--- src/rtl/uart_bridge_defs.svh ---
`ifndef UART_BRIDGE_DEFS_SVH
`define UART_BRIDGE_DEFS_SVH

// ************************************************************
// bit timing
// ************************************************************

// clock cycles per bit
`define UB_BAUD_DIV 434

// idle bit-times between head and data byte of a write
`define UB_GAP_BITS 10

// bit-times to wait for a response start bit
`define UB_RESP_BITS 40

// ************************************************************
// APB register map, byte offsets
// ************************************************************

`define UB_REG_CMD    4'h0
`define UB_REG_STATUS 4'h4
`define UB_REG_RDATA  4'h8

`endif

--- src/rtl/uart_bridge_pkg.sv ---
package uart_bridge_pkg;

  // ************************************************************
  // host command word, bit 15 selects write
  // ************************************************************
  typedef struct packed {
    logic       write;
    logic [6:0] addr;
    logic [7:0] data;  // ignored for reads
  } ub_cmd_t;

  // ************************************************************
  // STATUS register, bits 3:0
  // ************************************************************
  typedef struct packed {
    logic busy;
    logic rd_valid;
    logic parity_err;
    logic frame_err;
  } ub_status_t;

  // ************************************************************
  // one received response frame
  // ************************************************************
  typedef struct packed {
    logic [7:0] data;
    logic       parity_err;
    logic       frame_err;
  } ub_rx_result_t;

endpackage

--- src/rtl/apb_cmd_regs.sv ---
`timescale 1ns/1ps
`include "uart_bridge_defs.svh"

module apb_cmd_regs
  import uart_bridge_pkg::*;
(
  input  logic          clk,
  input  logic          rst_n,
  input  logic          psel,
  input  logic          penable,
  input  logic          pwrite,
  input  logic [3:0]    paddr,
  input  logic [31:0]   pwdata,
  output logic [31:0]   prdata,
  output logic          pready,
  output logic          pslverr,
  output logic          cmd_start,
  output ub_cmd_t       cmd,
  input  logic          busy,
  input  logic          rx_done,
  input  ub_rx_result_t rx_result
);

  ub_status_t status;
  logic       access;
  logic       cmd_accept;
  logic       rdata_read;
  logic       rd_valid;
  logic       parity_err;
  logic       frame_err;
  logic [7:0] rdata;

  assign access = psel & penable;
  assign pready = 1'b1;  // zero wait states

  // cmd_start covers the cycle before busy rises
  assign cmd_accept = access & pwrite & (paddr == `UB_REG_CMD) & ~busy & ~cmd_start;
  assign rdata_read = access & ~pwrite & (paddr == `UB_REG_RDATA);

  assign status = '{busy: busy, rd_valid: rd_valid, parity_err: parity_err,
                    frame_err: frame_err};

  always_comb
  begin
    pslverr = 1'b0;
    if (access)
    begin
      case (paddr)
        `UB_REG_CMD:    pslverr = pwrite & (busy | cmd_start);  // refused while busy
        `UB_REG_STATUS: pslverr = pwrite;                       // read only
        `UB_REG_RDATA:  pslverr = pwrite;
        default:        pslverr = 1'b1;
      endcase
    end
  end

  always_comb
  begin
    case (paddr)
      `UB_REG_CMD:    prdata = {16'h0, cmd};
      `UB_REG_STATUS: prdata = {28'h0, status};
      `UB_REG_RDATA:  prdata = {24'h0, rdata};
      default:        prdata = 32'h0;
    endcase
  end

  // ************************************************************
  // control and sticky status bits
  // ************************************************************
  always_ff @(posedge clk or negedge rst_n)
  begin
    if (!rst_n)
    begin
      cmd_start  <= 1'b0;
      rd_valid   <= 1'b0;
      parity_err <= 1'b0;
      frame_err  <= 1'b0;
    end
    else
    begin
      cmd_start <= cmd_accept;
      if (cmd_accept)
      begin
        rd_valid   <= 1'b0;
        parity_err <= 1'b0;
        frame_err  <= 1'b0;
      end
      if (rdata_read)
        rd_valid <= 1'b0;
      if (rx_done)
      begin
        rd_valid   <= 1'b1;  // set wins over a same-cycle read
        parity_err <= rx_result.parity_err;
        frame_err  <= rx_result.frame_err;
      end
    end
  end

  always_ff @(posedge clk)
  begin
    if (cmd_accept)
      cmd <= ub_cmd_t'(pwdata[15:0]);
    if (rx_done)
      rdata <= rx_result.data;
  end

endmodule

--- src/rtl/cmd_sequencer.sv ---
`timescale 1ns/1ps
`include "uart_bridge_defs.svh"

module cmd_sequencer
  import uart_bridge_pkg::*;
#(
  parameter int BAUD_DIV = `UB_BAUD_DIV
) (
  input  logic          clk,
  input  logic          rst_n,
  input  logic          cmd_start,
  input  ub_cmd_t       cmd,
  output logic          busy,
  output logic          tx_start,
  output logic [7:0]    tx_byte,
  input  logic          tx_busy,
  output logic          rx_arm,
  input  logic          rx_done,
  input  ub_rx_result_t rx_result_in,
  output ub_rx_result_t rx_result
);

  localparam int GAP_CYC = `UB_GAP_BITS * BAUD_DIV;
  localparam int GW      = $clog2(GAP_CYC);

  typedef enum logic [2:0] {
    IDLE,
    SEND_HEAD,
    GAP,
    SEND_DATA,
    WAIT_RESP
  } state_t;

  state_t        state;
  logic          tx_busy_q;
  logic          tx_done;
  logic [GW-1:0] gap_cnt;

  // end of a frame is the falling edge of tx_busy
  assign tx_done = tx_busy_q & ~tx_busy;

  // response goes straight on to the register block
  assign rx_result = rx_result_in;

  // ************************************************************
  // frame ordering
  // ************************************************************
  always_ff @(posedge clk or negedge rst_n)
  begin
    if (!rst_n)
    begin
      state     <= IDLE;
      busy      <= 1'b0;
      tx_start  <= 1'b0;
      tx_byte   <= 8'h0;
      rx_arm    <= 1'b0;
      tx_busy_q <= 1'b0;
      gap_cnt   <= '0;
    end
    else
    begin
      tx_busy_q <= tx_busy;
      tx_start  <= 1'b0;
      rx_arm    <= 1'b0;
      case (state)
        IDLE:
        begin
          if (cmd_start)
          begin
            busy     <= 1'b1;
            tx_start <= 1'b1;
            tx_byte  <= {cmd.write, cmd.addr};  // head byte
            state    <= SEND_HEAD;
          end
        end
        SEND_HEAD:
        begin
          if (tx_done)
          begin
            if (cmd.write)
            begin
              gap_cnt <= '0;
              state   <= GAP;
            end
            else
            begin
              rx_arm <= 1'b1;
              state  <= WAIT_RESP;
            end
          end
        end
        GAP:
        begin
          // three cycles of pipeline between tx_busy falling and the next start bit
          if (gap_cnt == GW'(GAP_CYC - 3))
          begin
            tx_start <= 1'b1;
            tx_byte  <= cmd.data;
            state    <= SEND_DATA;
          end
          else
            gap_cnt <= gap_cnt + 1'b1;
        end
        SEND_DATA:
        begin
          if (tx_done)
          begin
            busy  <= 1'b0;
            state <= IDLE;
          end
        end
        WAIT_RESP:
        begin
          if (rx_done)
          begin
            busy  <= 1'b0;
            state <= IDLE;
          end
        end
        default: state <= IDLE;
      endcase
    end
  end

endmodule

--- src/rtl/uart_tx_frame.sv ---
`timescale 1ns/1ps
`include "uart_bridge_defs.svh"

module uart_tx_frame #(
  parameter int BAUD_DIV = `UB_BAUD_DIV
) (
  input  logic       clk,
  input  logic       rst_n,
  input  logic       tx_start,
  input  logic [7:0] tx_byte,
  output logic       tx_busy,
  output logic       tx
);

  localparam int CW = $clog2(BAUD_DIV);

  logic [CW-1:0] baud_cnt;
  logic [3:0]    bit_cnt;
  logic [9:0]    shift;  // data, parity, stop

  always_ff @(posedge clk or negedge rst_n)
  begin
    if (!rst_n)
    begin
      tx       <= 1'b1;  // line idles high
      tx_busy  <= 1'b0;
      baud_cnt <= '0;
      bit_cnt  <= 4'd0;
      shift    <= 10'h3ff;
    end
    else if (!tx_busy)
    begin
      if (tx_start)
      begin
        tx       <= 1'b0;  // start bit
        tx_busy  <= 1'b1;
        baud_cnt <= '0;
        bit_cnt  <= 4'd0;
        shift    <= {1'b1, ~^tx_byte, tx_byte};  // odd parity
      end
    end
    else if (baud_cnt == CW'(BAUD_DIV - 1))
    begin
      baud_cnt <= '0;
      if (bit_cnt == 4'd10)
        tx_busy <= 1'b0;  // stop bit done, tx stays high
      else
      begin
        tx      <= shift[0];  // LSB first
        shift   <= {1'b1, shift[9:1]};
        bit_cnt <= bit_cnt + 1'b1;
      end
    end
    else
      baud_cnt <= baud_cnt + 1'b1;
  end

endmodule

--- src/rtl/uart_rx_frame.sv ---
`timescale 1ns/1ps
`include "uart_bridge_defs.svh"

module uart_rx_frame
  import uart_bridge_pkg::*;
#(
  parameter int BAUD_DIV = `UB_BAUD_DIV
) (
  input  logic          clk,
  input  logic          rst_n,
  input  logic          rx_arm,
  input  logic          rx,
  output logic          rx_done,
  output ub_rx_result_t rx_result
);

  localparam int CW       = $clog2(BAUD_DIV);
  localparam int RESP_CYC = `UB_RESP_BITS * BAUD_DIV;
  localparam int TW       = $clog2(RESP_CYC);

  typedef enum logic [1:0] {
    R_IDLE,
    R_WAIT,
    R_START,
    R_DATA
  } rx_state_t;

  rx_state_t     state;
  logic [2:0]    rx_sync;
  logic          rx_s;
  logic          rx_fall;
  logic [CW-1:0] baud_cnt;
  logic [TW-1:0] to_cnt;
  logic [3:0]    bit_cnt;
  logic [9:0]    shift;
  logic [9:0]    shift_nxt;

  assign rx_s      = rx_sync[1];  // after two flops
  assign rx_fall   = rx_sync[2] & ~rx_s;
  assign shift_nxt = {rx_s, shift[9:1]};

  always_ff @(posedge clk or negedge rst_n)
  begin
    if (!rst_n)
    begin
      state     <= R_IDLE;
      rx_sync   <= 3'b111;
      rx_done   <= 1'b0;
      rx_result <= '0;
      baud_cnt  <= '0;
      to_cnt    <= '0;
      bit_cnt   <= 4'd0;
      shift     <= '0;
    end
    else
    begin
      rx_sync <= {rx_sync[1:0], rx};
      rx_done <= 1'b0;
      case (state)
        R_IDLE:
        begin
          if (rx_arm)
          begin
            to_cnt <= '0;
            state  <= R_WAIT;
          end
        end
        R_WAIT:
        begin
          if (rx_fall)
          begin
            baud_cnt <= '0;
            state    <= R_START;
          end
          else if (to_cnt == TW'(RESP_CYC - 1))
          begin
            rx_done   <= 1'b1;  // timeout, no start bit
            rx_result <= '{data: 8'h0, parity_err: 1'b0, frame_err: 1'b1};
            state     <= R_IDLE;
          end
          else
            to_cnt <= to_cnt + 1'b1;
        end
        R_START:
        begin
          if (baud_cnt == CW'(BAUD_DIV / 2 - 1))
          begin
            baud_cnt <= '0;
            bit_cnt  <= 4'd0;
            state    <= rx_s ? R_WAIT : R_DATA;  // glitch goes back to waiting
          end
          else
            baud_cnt <= baud_cnt + 1'b1;
        end
        R_DATA:
        begin
          if (baud_cnt == CW'(BAUD_DIV - 1))
          begin
            baud_cnt <= '0;
            shift    <= shift_nxt;
            bit_cnt  <= bit_cnt + 1'b1;
            if (bit_cnt == 4'd9)  // stop bit sampled
            begin
              rx_done   <= 1'b1;
              rx_result <= '{data: shift_nxt[7:0],
                             parity_err: shift_nxt[8] != ~^shift_nxt[7:0],
                             frame_err: ~shift_nxt[9]};
              state     <= R_IDLE;
            end
          end
          else
            baud_cnt <= baud_cnt + 1'b1;
        end
        default: state <= R_IDLE;
      endcase
    end
  end

endmodule

--- src/rtl/uart_bridge_top.sv ---
`timescale 1ns/1ps
`include "uart_bridge_defs.svh"

module uart_bridge_top
  import uart_bridge_pkg::*;
#(
  parameter int BAUD_DIV = `UB_BAUD_DIV
) (
  input  logic        clk,
  input  logic        rst_n,
  input  logic        psel,
  input  logic        penable,
  input  logic        pwrite,
  input  logic [3:0]  paddr,
  input  logic [31:0] pwdata,
  output logic [31:0] prdata,
  output logic        pready,
  output logic        pslverr,
  output logic        tx,
  input  logic        rx
);

  ub_cmd_t       cmd;
  ub_rx_result_t rx_result_raw;
  ub_rx_result_t rx_result;
  logic          cmd_start;
  logic          busy;
  logic          tx_start;
  logic [7:0]    tx_byte;
  logic          tx_busy;
  logic          rx_arm;
  logic          rx_done;

  // ************************************************************
  // host side, sequencer, serial side
  // ************************************************************
  apb_cmd_regs u_regs (
    .clk, .rst_n, .psel, .penable, .pwrite, .paddr, .pwdata,
    .prdata, .pready, .pslverr,
    .cmd_start, .cmd, .busy, .rx_done, .rx_result
  );

  cmd_sequencer #(.BAUD_DIV(BAUD_DIV)) u_seq (
    .clk, .rst_n, .cmd_start, .cmd, .busy,
    .tx_start, .tx_byte, .tx_busy,
    .rx_arm, .rx_done, .rx_result_in(rx_result_raw), .rx_result
  );

  uart_tx_frame #(.BAUD_DIV(BAUD_DIV)) u_tx (
    .clk, .rst_n, .tx_start, .tx_byte, .tx_busy, .tx
  );

  uart_rx_frame #(.BAUD_DIV(BAUD_DIV)) u_rx (
    .clk, .rst_n, .rx_arm, .rx, .rx_done, .rx_result(rx_result_raw)
  );

endmodule

--- config.mk ---
export PLATFORM = sky130hd
export DESIGN_NAME = uart_bridge_top
export DESIGN_NICKNAME = d
export VERILOG_FILES = /design/src/rtl/uart_bridge_pkg.sv /design/src/rtl/apb_cmd_regs.sv /design/src/rtl/cmd_sequencer.sv /design/src/rtl/uart_tx_frame.sv /design/src/rtl/uart_rx_frame.sv /design/src/rtl/uart_bridge_top.sv
export VERILOG_INCLUDE_DIRS = /design/src /design/src/rtl
export SDC_FILE = /design/constraint.sdc
export NUM_CORES = 1
export LEC_CHECK = 0
export BUFFER_PORTS_ARGS = -buffer_cell sky130_fd_sc_hd__buf_2
export CAP_MARGIN = 20
export CORE_ASPECT_RATIO = 0.8
export CORE_MARGIN = 2
export CORE_UTILIZATION = 45
export DETAILED_ROUTE_END_ITERATION = 10
export PLACE_DENSITY_LB_ADDON = 0.15
export SYNTH_ARGS = -nofsm -noshare
export SYNTH_HDL_FRONTEND = slang
export SYNTH_SLANG_ARGS = --single-unit
--- constraint.sdc ---
create_clock -name clk -period 2.7 [get_ports clk]
set_input_delay 0.135 -clock clk [delete_from_list [all_inputs] [get_ports clk]]
set_output_delay 0.135 -clock clk [all_outputs]
set_load 0.03 [all_outputs]
==> results by group <==
Outcome
  – Outcome: finished, final reports clean

Synth
  – Register bit total from synthesis: 133
  – Post-synth ARST share: 82.0%
  – Mapped Area: 6560 um^2
  – Largest cells by area after synthesis: dfrtp_1, edfxtp_1, dfstp_2
  – Most common flop cell mapped by yosys: dfrtp_1
  – Mean area per synthesized cell: 10.7 um^2
  – Synth top area share: 36.6%
  – Most common cell in the netlist: dfrtp_1
  – Leading area contributor after synthesis: dfrtp_1
  – YS warnings: 0
  – Sequential area share after synthesis: 52.8%
  – Commonest cells post-synth: dfrtp_1, nand2_1, nor2_1, o21ai_0, xnor2_1
  – Cell variety after synth: 60
  – Syn Inst Count: 614
  – EDFF count, synth: 24

Timing
  – Slew Viols, Final: 0
  – Period utilization: 85.6%
  – Min Tclk post-route: 2.31 ns
  – Clock skew: 0.0133 ns
  – Hold Vio Cnt, Final: 0
  – RSZ-0062 raised after global routing: false
  – Final TNS setup: 0 ns
  – Max-slew headroom: 54.7%
  – Measured slew at the worst slew-check pin: 0.680 ns
  – Endpoints failing setup: 0
  – Max Fclk: 0.433 GHz

Finish
  – Area growth, synth to finish: 17.9%
  – Fillcell total: 1240
  – Proportion of layout cells with a drive suffix above 1: 19.2%
  – Area taken by multi-input logic gates: 2870 um^2
  – Fin area: 7740 um^2
  – FF+latch area: 3460 um^2
  – Final net count: 738
  – Antenna Cells: 0

Die
  – Chip height: 112 um
  – Initial Utilization: 46.0%
  – Full die area: 15600 um^2
  – I/O pin total: 77
  – Chip width: 139 um
  – Core Area: 14200 um^2
  – Num rows: 39

Pwr
  – Clock share of power: 40.5%
  – Gate power share: 15.7%
  – Total power: 5.58 mW
  – Switching Fraction: 28.5%
  – Int Pwr: 3.99 mW
  – Maximum VDD drop: 0.406 mV
  – Seq pwr share: 43.8%
  – Switching pwr: 1.59 mW
  – P_leak: 3.46 nW
  – Pwr Density: 721 nW/um^2

Flow run
  – Max-cap violations: 0

Global route
  – Largest net degree at the start of global routing: 59
  – Grt ovf: 0
  – Initial antenna violation count: 0
  – Vias in the first global route: 4425
  – GR Util All Layers: 18.7%
  – First-pass GRT wire length: 22800 um

Worst setup path
  – CP Max Fanout: 13
  – CP Launch Type: register
  – Setup CP Type: reg -> reg
  – Critical Path End Type: register
  – Worst EP arrival: 2.62 ns
  – Critical Path Source: u_seq.gap_cnt[1]
  – FF-to-FF Start: u_seq.gap_cnt[1]
  – Worst EP required: 3.01 ns

Drt
  – WL per Instance: 15.7 um
  – Drt total wl: 13900 um
  – TritonRoute pass-1 iters: 5
  – Vias per inst: 5.41
  – DRC violations left: 0
  – Post-route ant nets: 0
  – DRT iter0 DRCs: 274
  – Via count: 4762

CTS
  – Clock Tree Root: clkbuf_16
  – Post-CTS setup buffer count: 0
  – Worst-case clock buffer depth: 2
  – Clock Latency Late Sink: 0.43 ns
  – CTS tree: yes
  – CTS Buf Count: 17
  – CTS resizes: 0
  – Clk slew on worst S/H paths: 0.06 ns
  – CTS HTree Levels: 4
  – CTS Sinks: 133

Min path
  – Min-delay src: pwrite
  – Worst hold path type: in -> reg

Placement
  – I/O Buffers: 43
  – GP Congestion: 0.811
  – Placed Area: 6980 um^2
  – Hpwl dp: 9150 um
==> worst paths after layout <==
check,depth (start not counted),endpoint,slack [ns]
min in group asynchronous,2,u_rx.to_cnt[13],0.29
max reg2reg,8,u_seq.tx_byte[5],0.39
max,8,u_seq.tx_byte[5],0.39
min reg2reg,0,u_rx.rx_sync[1],0.35
max in group asynchronous,3,u_tx.shift[0],1.63
min,3,u_regs.rd_valid,0.13
==> cell usage in the layout, fill, tap and decap left out, types with 10 or more instances in the layout <==
cell           netlist  routed
buf_2                5      42
nand4_1             14      14
dfstp_2             13      13
a22o_1              10      10
nor2_1              54      54
xor2_1              19      19
o21ai_0             43      43
xnor2_1             25      25
buf_4               17      17
dlygate4sd3_1        0      18
nand3_1             11      11
and3_1              18      18
and2_1              12      12
edfxtp_1            24      24
ha_1                12      12
mux2i_1             17      17
clkbuf_16            0      17
nor3_1              11      11
inv_1               16      16
mux2_2              24      24
dfrtp_1             96      96
a21oi_1             10      10
nand2_1             54      54
conb_1               2      17
==> metal layers <==
metal	share of wire, %	vias to the layer above	GRT usage, %
li1	-	2292	-
met1	49	2336	26.7
met2	44	106	26.9
met3	4.4	28	4.86
met4	2.1	0	8.42
met5	0	-	0
==> sequential cells by signal (all words and copies together) (netlist names), 2 cells and up <==
name / flops
u_rx.state: 2
u_tx.shift: 9
u_tx.baud_cnt: 9
u_regs.rdata: 8
u_tx.bit_cnt: 4
u_seq.state: 3
u_seq.tx_byte: 8
u_regs.cmd: 16
u_rx.shift: 9
u_rx.rx_sync: 3
u_rx.baud_cnt: 9
u_rx.to_cnt: 15
u_rx.bit_cnt: 4
u_rx.rx_result: 10
u_seq.gap_cnt: 13
==> critical path, cell delays in order, from the launching register on <==
cell and delay, ns:
dfrtp_1 0.39, inv_1 0.08, ha_1 0.13, nor4bb_1 0.23, and4_1 0.53, a21oi_1 0.16, nor3_2 0.11, buf_4 0.21
mux2_2 0.36
==> repair_timing <==
item | 4_1_cts | 5_1_grt
hold buffers | 18 | 0
hold endpoints to repair | 65 | 0
endpoints found under the setup margin | 0 | 0
==> power by group through the flow <==
stage / registers, mW / clock network (mW) / logic, mW
finish: 2.44 / 2.26 / 0.876
global route: 2.48 / 2.42 / 0.982
CTS: 2.44 / 2.31 / 0.879
detailed placement: 2.47 / 0 / 0.855
global placement: 2.46 / 0 / 0.822
floorplan: 2.38 / 0 / 0.706
==> cells by family (layout without fill, tap and decap cells) <==
family / count (synthesis) / count (layout) / share of synthesized area, %
buffers and inverters: 58 / 126 / 4.39
adders and majority gates: 12 / 12 / 2.29
xor gates and xnor gates: 44 / 44 / 5.87
AOI/OAI and AO/OA: 101 / 101 / 10.2
and+or+nand+nor: 223 / 223 / 17.7
muxes: 41 / 41 / 6.71
other: 2 / 17 / 0.114
DFF: 133 / 133 / 52.8
==> area by class of cell <==
class,count,area share (%)
Sequential cell,133,44.8
Multi-Input combinational cell,438,37.0
Timing Repair Buffer,78,6.95
Clock buffer,20,5.77
Tap cell,184,2.98
Clock inverter,12,1.71
Inverter,16,0.776
==> per-stage QoR <==
stage / setup slack [ns] / hold WS (ns) / util, % / cells
final: 0.389 / 0.134 / 54.3 / 881
after global routing: 0.267 / 0.161 / 54.3 / 881
after CTS: 0.413 / 0.129 / 54.3 / 881
after detailed placement: 0.409 / 0.226 / 49.0 / 831
after global placement: 0.457 / 0.220 / 49.0 / 831
after floorplan: 0.765 / -0.161 / - / 629
No activity file was read; power rests on OpenSTA's default activity.
